$ cat config.mk
export PLATFORM = sky130hd
export DESIGN_NAME = fetch_stage
export DESIGN_NICKNAME = d
export VERILOG_FILES = /design/src/rtl/forth_isa_pkg.sv /design/src/rtl/forth_core_pkg.sv /design/src/rtl/fetch_stage.sv
export SDC_FILE = /design/constraint.sdc
export NUM_CORES = 1
export LEC_CHECK = 0
export ABC_AREA = 1
export BUFFER_PORTS_ARGS = -buffer_cell sky130_fd_sc_hd__buf_4
export CELL_PAD_IN_SITES_DETAIL_PLACEMENT = 1
export CELL_PAD_IN_SITES_GLOBAL_PLACEMENT = 1
export CORE_ASPECT_RATIO = 0.9
export CORE_MARGIN = 2
export CORE_UTILIZATION = 45
export CTS_CLUSTER_DIAMETER = 80
export DETAILED_ROUTE_END_ITERATION = 10
export PLACE_DENSITY = 0.89
export SLEW_MARGIN = 20
export SYNTH_ARGS = -nofsm -noshare
export SYNTH_HDL_FRONTEND = slang
export SYNTH_SLANG_ARGS = --single-unit
$ cat constraint.sdc
create_clock -name clk -period 7.15 [get_ports clk]
set_input_delay 1.43 -clock clk [delete_from_list [all_inputs] [get_ports clk]]
set_output_delay 1.43 -clock clk [all_outputs]
set_load 0.005 [all_outputs]
$ cat src/rtl/forth_isa_pkg.sv
//####################################################################
// Forth instruction set
// Cell type, code-cell layout and the opcode encoding shared by the
// fetch and execute stages of the inner interpreter
//####################################################################

`default_nettype none

package forth_isa_pkg;

	// One stack or memory cell
	localparam int CELL_WIDTH = 32;

	// Low half of a code cell carries the opcode
	localparam int OPCODE_WIDTH = 16;

	// Set in a code cell means call to the address in its low bits
	localparam int CALL_BIT = 31;

	typedef logic [CELL_WIDTH-1:0] cell_t;

	// Kept opcodes, values fixed so programs stay portable
	typedef enum logic [OPCODE_WIDTH-1:0] {
		op_lit            = 16'd0,
		op_dup            = 16'd1,
		op_drop           = 16'd2,
		op_over           = 16'd3,
		op_swap           = 16'd4,
		op_plus           = 16'd5,
		op_minus          = 16'd6,
		op_one_plus       = 16'd7,
		op_one_minus      = 16'd8,
		op_and            = 16'd9,
		op_or             = 16'd10,
		op_xor            = 16'd11,
		op_not            = 16'd12,
		op_negate         = 16'd13,
		op_equal          = 16'd14,
		op_zero_equal     = 16'd15,
		op_zero_less_than = 16'd16,
		// Control flow, resolved in fetch except 0branch
		op_branch         = 16'd17,
		op_zero_branch    = 16'd18,
		op_exit           = 16'd19,
		// Outputs
		op_io_led         = 16'd20,
		op_emit           = 16'd21
	} op_e;

endpackage

`default_nettype wire

$ cat src/rtl/forth_core_pkg.sv
//####################################################################
// Forth core machine sizes
// Program address and stack pointer types, plus the records
// passed between the fetch and execute stages
//####################################################################

`default_nettype none

package forth_core_pkg;

	// Program memory
	localparam int ADDR_WIDTH = 10;
	localparam int MEM_DEPTH = 1 << ADDR_WIDTH;

	// Circular stacks, no overflow detection
	localparam int DSTACK_DEPTH = 16;
	localparam int RSTACK_DEPTH = 8;
	localparam int DSP_WIDTH = $clog2(DSTACK_DEPTH);
	localparam int RSP_WIDTH = $clog2(RSTACK_DEPTH);

	// Outputs
	localparam int LED_WIDTH = 3;
	localparam int EMIT_WIDTH = 8;

	typedef logic [ADDR_WIDTH-1:0] addr_t;
	typedef logic [DSP_WIDTH-1:0] dsp_t;
	typedef logic [RSP_WIDTH-1:0] rsp_t;

	// Fetch to execute, one command per cycle at most
	typedef struct packed {
		logic                 valid;
		forth_isa_pkg::op_e   op;
		// Literal value, or 0branch target in the low address bits
		forth_isa_pkg::cell_t operand;
	} exec_cmd_t;

	// Execute to fetch, resolved 0branch
	typedef struct packed {
		logic valid;
		// Popped value was zero
		logic taken;
	} branch_res_t;

endpackage

`default_nettype wire

$ cat src/rtl/fetch_stage.sv
//####################################################################
// Fetch stage
// Program counter, return stack and operand gathering; resolves
// branch, call and exit locally and waits on execute for 0branch
//####################################################################

`timescale 1ns/1ns
`default_nettype none

module fetch_stage (
	input  wire                         clk,
	input  wire                         reset,
	input  wire                         start,
	input  forth_isa_pkg::cell_t        rd_data,
	input  forth_core_pkg::branch_res_t branch_res,
	output forth_core_pkg::addr_t       rd_addr,
	output forth_core_pkg::exec_cmd_t   cmd,
	output logic                        done
);

	typedef enum logic [1:0] {
		st_idle,
		st_stream,
		st_operand,
		st_wait_branch
	} fetch_state_e;

	fetch_state_e state;
	// Address on the memory port; always one past the cell in rd_data
	forth_core_pkg::addr_t pc;
	// rd_data holds a cell that was not squashed by a redirect
	logic cell_valid;
	forth_core_pkg::addr_t rstack [forth_core_pkg::RSTACK_DEPTH];
	forth_core_pkg::rsp_t rsp;
	forth_core_pkg::rsp_t rsp_dn;
	// Fill level, saturates once the ring wraps
	logic [forth_core_pkg::RSP_WIDTH:0] rdepth;
	forth_isa_pkg::op_e pend_op;
	forth_core_pkg::addr_t branch_target;
	forth_isa_pkg::op_e cell_op;
	logic is_call;
	logic is_ctrl;
	logic decode;
	logic push_ret;
	logic pop_ret;

	assign rd_addr = pc;
	assign rsp_dn = rsp - 1'b1;

	// Decode of the arriving cell
	assign cell_op = forth_isa_pkg::op_e'(rd_data[forth_isa_pkg::OPCODE_WIDTH-1:0]);
	assign is_call = rd_data[forth_isa_pkg::CALL_BIT];
	assign is_ctrl = cell_op inside {forth_isa_pkg::op_lit, forth_isa_pkg::op_branch,
		forth_isa_pkg::op_zero_branch, forth_isa_pkg::op_exit};
	assign decode = (state == st_stream) && cell_valid;
	assign push_ret = decode && is_call;
	assign pop_ret = decode && !is_call && (cell_op == forth_isa_pkg::op_exit) && (rdepth != '0);

	// Plain opcodes go straight out, lit and 0branch once the operand is here
	always_comb begin
		cmd = '0;
		if (decode && !is_call && !is_ctrl) begin
			cmd.valid = 1'b1;
			cmd.op = cell_op;
		end
		else if (state == st_operand && pend_op != forth_isa_pkg::op_branch) begin
			cmd.valid = 1'b1;
			cmd.op = pend_op;
			cmd.operand = rd_data;
		end
	end

	always_ff @(posedge clk or negedge reset) begin
		if (!reset) begin
			state <= st_idle;
			pc <= '0;
			cell_valid <= 1'b0;
			rsp <= '0;
			rdepth <= '0;
			done <= 1'b1;
		end
		else if (start) begin
			// Run from address 0 with an empty return stack
			state <= st_stream;
			pc <= '0;
			cell_valid <= 1'b0;
			rsp <= '0;
			rdepth <= '0;
			done <= 1'b0;
		end
		else begin
			// Default is sequential fetch
			pc <= pc + 1'b1;
			cell_valid <= 1'b1;
			case (state)
				st_idle: begin
					pc <= pc;
					cell_valid <= 1'b0;
				end
				st_stream: begin
					if (push_ret) begin
						rsp <= rsp + 1'b1;
						if (rdepth != forth_core_pkg::RSTACK_DEPTH) begin
							rdepth <= rdepth + 1'b1;
						end
						pc <= rd_data[forth_core_pkg::ADDR_WIDTH-1:0];
						cell_valid <= 1'b0;
					end
					else if (decode && cell_op == forth_isa_pkg::op_exit) begin
						cell_valid <= 1'b0;
						if (pop_ret) begin
							rsp <= rsp_dn;
							rdepth <= rdepth - 1'b1;
							pc <= rstack[rsp_dn];
						end
						else begin
							// Exit from the outermost word ends the run
							state <= st_idle;
							done <= 1'b1;
						end
					end
					else if (decode && is_ctrl) begin
						state <= st_operand;
					end
				end
				st_operand: begin
					state <= st_stream;
					if (pend_op == forth_isa_pkg::op_branch) begin
						pc <= rd_data[forth_core_pkg::ADDR_WIDTH-1:0];
						cell_valid <= 1'b0;
					end
					else if (pend_op == forth_isa_pkg::op_zero_branch) begin
						// Hold the fall-through address until execute answers
						state <= st_wait_branch;
						pc <= pc;
						cell_valid <= 1'b0;
					end
				end
				st_wait_branch: begin
					if (!branch_res.valid) begin
						pc <= pc;
						cell_valid <= 1'b0;
					end
					else begin
						state <= st_stream;
						if (branch_res.taken) begin
							pc <= branch_target;
							cell_valid <= 1'b0;
						end
					end
				end
				default: state <= st_idle;
			endcase
		end
	end

	// Return addresses, pending opcode and 0branch target
	always_ff @(posedge clk) begin
		if (push_ret) begin
			rstack[rsp] <= pc;
		end
		if (decode) begin
			pend_op <= cell_op;
		end
		if (state == st_operand) begin
			branch_target <= rd_data[forth_core_pkg::ADDR_WIDTH-1:0];
		end
	end

endmodule

`default_nettype wire

# Word level (Yosys, flattened, before mapping)
# Memory sizes are Yosys's and may differ from the RTL's.
# Cells that the tools add are included.
# word_totals
output_inout_bits	60
n_memories	1
mem_bits_rw	80
regBits	47
word_cells	105
# memory_table
name	depth	word_bits	rd	rd_clocked_by_memory_dff	write_ports	line	text
rstack	8	10	1	0	1	fetch_stage.sv:33	forth_core_pkg::addr_t rstack [forth_core_pkg::RSTACK_DEPTH];
# classes
eq_ne	19
reduce_logical	25
n_mux	47
addsub	5
# op_table
op	n
$eq 16x5->1 const B	5
$mux 10	8
$mux 49	1
$mux 32	1
$pmux 10 s3	1
$mux 4	6
$mux 17	1
$logic_not 16->1	1
$mux 2	8
$ne 16x5->1 const B	1
$mux 3	5
$mux 1	14
$ne 4x4->1 const B	3
$reduce_bool 4->1	3
$add 10x1->10 const B	1
$logic_and 1x1->1	9
$reduce_and 4->1	2
$ne 2x2->1 const B	3
$ne 3x3->1 const B	2
$pmux 2 s3	1
$reduce_and 3->1	2
$reduce_bool 3->1	2
$reduce_and 5->1	1
$add 4x1->4 const B	1
11 further kinds	14

# Longest topological paths before layout
# depth
ltp_word	10
mapped_depth	15
mapped_depth_nobuf	13

# Least setup slack after synthesis
# No wires, ideal clock.
# synth_timing
path_type	input to output
from	input rd_data[11]
to	output cmd[32] in the netlist's numbering
stages	7
n_path_buf	1
setup_slack_ns	3.373
arrival_time_ns	2.347
path_cell_list	nor2_1 -> nand3_1 -> nor2_1 -> nand2_1 -> nand2_1 -> clkbuf_2 -> o21ai_0
# synth_lines
element	line	text
start, declared	fetch_stage.sv:14	input forth_isa_pkg::cell_t rd_data,
end, declared	fetch_stage.sv:17	output forth_core_pkg::exec_cmd_t cmd,

==> flow_metrics.py <==
metrics = {
    "place": {
        "gp_congestion": 0.8145,
        "io_buffers": 96,
        "detailed_place_hpwl_um": 13640,
        "placed_cells": 1071,
        "dp_slack_ns": 2.767,
    },
    "routing": {
        "first_pass_iters": 5,
        "ant_nets": 0,
        "viasPerCell": 5.427,
        "vias": 5986,
        "first_iter_violations": 467,
        "avgRoutedWirePerCell_um": 18.45,
        "wl_um": 20350,
        "drc": 0,
    },
    "timing": {
        "holdWs_ns": 0.4728,
        "worst_pin_slew_ns": 1.100,
        "min_period_over_period": 0.6309,
        "fin_setup_tns_ns": 0,
        "period_needed_ns": 4.511,
        "setup_slack_ns": 2.639,
        "max_freq_mhz": 221.7,
        "fin_skew_ns": 0.008425,
        "relSlewSlack": 0.2640,
        "finalSetupViolCount": 0,
        "rsz0062_at_grt": "no",
        "hold_viol": 0,
        "timing.final.max_slew_violations": 0,
    },
    "critical_path": {
        "path_class": "in2out",
        "cp_slowest_cell": "nand2_1",
        "cp_data_required_time_ns": 5.72,
        "timing.rr.start": "rsp[0]",
        "crit_fanout": 17,
        "start_kind": "primary input",
        "cp_slowest_stage_delay_ns": 0.43,
        "endpoint_kind": "output port",
        "worstPathArrival_ns": 3.08,
        "crit_chain": "buf_4 > nor2_2 > nand3_1 > nor2_1 > nand2_1 > nand2_1 > o21ai_0 > buf_4",
        "crit_path_start": "rd_data[2]",
    },
    "cts": {
        "cts_tree": "done",
        "holdBufCountCts": 0,
        "clk_latency_ns": 0.43,
        "clockBufferDepth": 2,
        "cts_setup_buffers": 0,
        "root_buffer": "clkbuf_16",
        "cts_resized": 0,
        "cts.clk_slew.worst_paths_ns": 0.06,
        "htree_levels": 4,
        "cts_sinks": 127,
        "cts_buffers": 17,
    },
    "floorplan": {
        "num_rows": 42,
        "start_util": 0.4597,
        "ios": 97,
        "dieArea_um2": 15970,
        "fp.dieW_um": 133.0,
        "die_height_um": 120.1,
        "core_um2": 14660,
    },
    "synth": {
        "synth.cell_area_um2": 6740,
        "synth_nets": 847,
        "synthTopCellsByCount": "295 x nand2_1, 106 x edfxtp_1, 89 x nor2_1, 83 x nand3_1, 73 x inv_1",
        "synth_area_leaders": "edfxtp_1 47%, nand2_1 16%, dfrtp_1 7.4%",
        "yosys.cell_count.top_type": "nand2_1",
        "synth_ff_type": "edfxtp_1",
        "synth.ff_latch_count": 127,
        "synth_warnings": 0,
        "synthArstFlopShare": 0.1654,
        "seq_area_frac_synth": 0.5504,
        "synth_top_cell_by_area": "edfxtp_1",
        "synth_edf_count": 106,
        "netlist_instances": 804,
        "synth.avg_cell_area_um2": 8.383,
        "synth_top_area_share": 0.4722,
        "synth.distinct_cells": 35,
    },
    "pwr": {
        "netSwitchingFraction": 0.3914,
        "vdd_drop_max_uv": 218.6,
        "p_sw_mw": 1.225,
        "power_per_cell_area_nw_per_um2": 383.0,
        "p_leak_nw": 3.702,
        "comb_power_share": 0.359,
        "seq_power_share": 0.359,
        "clkPwrFrac": 0.282,
        "p_int_mw": 1.905,
    },
    "final_layout": {
        "syn_to_final_growth_pct": 21.29,
        "utilization": 0.5576,
        "nets": 935,
        "layoutNonFillerInstCount": 1103,
        "drive_above_1_share": 0.1768,
        "diodes": 0,
    },
    "global_route": {
        "antenna_found_initial": 0,
        "grt_max_degree": 46,
        "grt_pass1_wl_um": 32410,
        "overflow": 0,
        "grt_usage": 0.2640,
        "grt_pass1_vias": 6286,
    },
    "run": {
        "drv_cap": 0,
    },
    "worst_hold_path": {
        "hold_start": "done",
        "hold_path_class": "reg2reg",
    },
    "run_status": {
        "status": "complete, no violations",
    },
}
-- state kept, by name, indices dropped and copies added (netlist names) --
name / flops
done: 1
branch_target: 10
cell_valid: 1
rsp: 3
pend_op: 16
rd_addr: 10
state: 2
rstack: 80
rdepth: 4
-- cells in the final DEF, fill, tap and decap left out, types with 4 or more instances in the layout --
cell type  instances
ha_1               5
nand2_1          295
clkinv_1           4
nor2_4             5
o21ai_0           28
a21oi_1           20
nor2_1            88
nand3_1           83
edfxtp_1         106
inv_2              4
nor2_2             8
nand2_2            4
dfrtp_1           20
inv_1             73
clkbuf_16         17
buf_4             99
nand4_1            7
-- logic make-up after synthesis --
logic type,count (synthesis),synth area share
adders and majority gates,6,0.01225
xor gates and xnor gates,6,0.007798
DFF,127,0.5504
AOI/OAI and AO/OA,58,0.04919
buffers and inverters,109,0.06664
and+or+nand+nor,498,0.3137
-- power by group through the flow --
stage	Sequential [mW]	Combinational (mW)	Clock, mW
final	1.12	1.13	0.881
after CTS	1.12	1.13	0.887
after global routing	1.14	1.26	0.922
after detailed placement	1.14	1.10	0
after floorplan	1.06	0.732	0
after global placement	1.13	1.07	0
-- layout make-up --
cell class              instances  area (µm²)
well taps                     198       247.7
clock buffers                  18       429.2
flip-flops and latches        127        3710
repair buffers                 99       743.2
fillers                      1751        6486
inverters                      79       296.5
clock inverters                14       165.2
multi-input cells             568        2584
-- critical path, delay by kind of cell --
family	cells	cell delay [ns]
AND/OR/NAND/NOR	5	1.14
buffers and inverters	2	0.31
AO/OA/AOI/OAI	1	0.20
-- per-stage QoR --
step | power [mW] | cell area [µm²]
floorplan | 1.792 | 6740
global placement | 2.192 | 7579
detailed placement | 2.239 | 7579
CTS | 3.139 | 8173
global route | 3.325 | 8175
finish | 3.131 | 8175
-- path summary, 6_finish.rpt --
kind                       depth (start not counted)  slack, ns    endpoint
min in group asynchronous                          1       0.90  rd_addr[2]
max in group asynchronous                          1       5.96        done
min reg2reg                                        2       0.47        done
max                                                8       2.64     cmd[41]
max reg2reg                                       13       3.64  rd_addr[1]
min                                                2       0.47        done
-- layer usage --
metal	global-route usage	vias to the layer above	part of all wire
met5	0	-	0
met4	0.08401	0	0.018
met3	0.05915	34	0.053
met2	0.4492	194	0.50
met1	0.3364	2984	0.43
li1	-	2774	-
No activity file was read; power rests on OpenSTA's default activity.
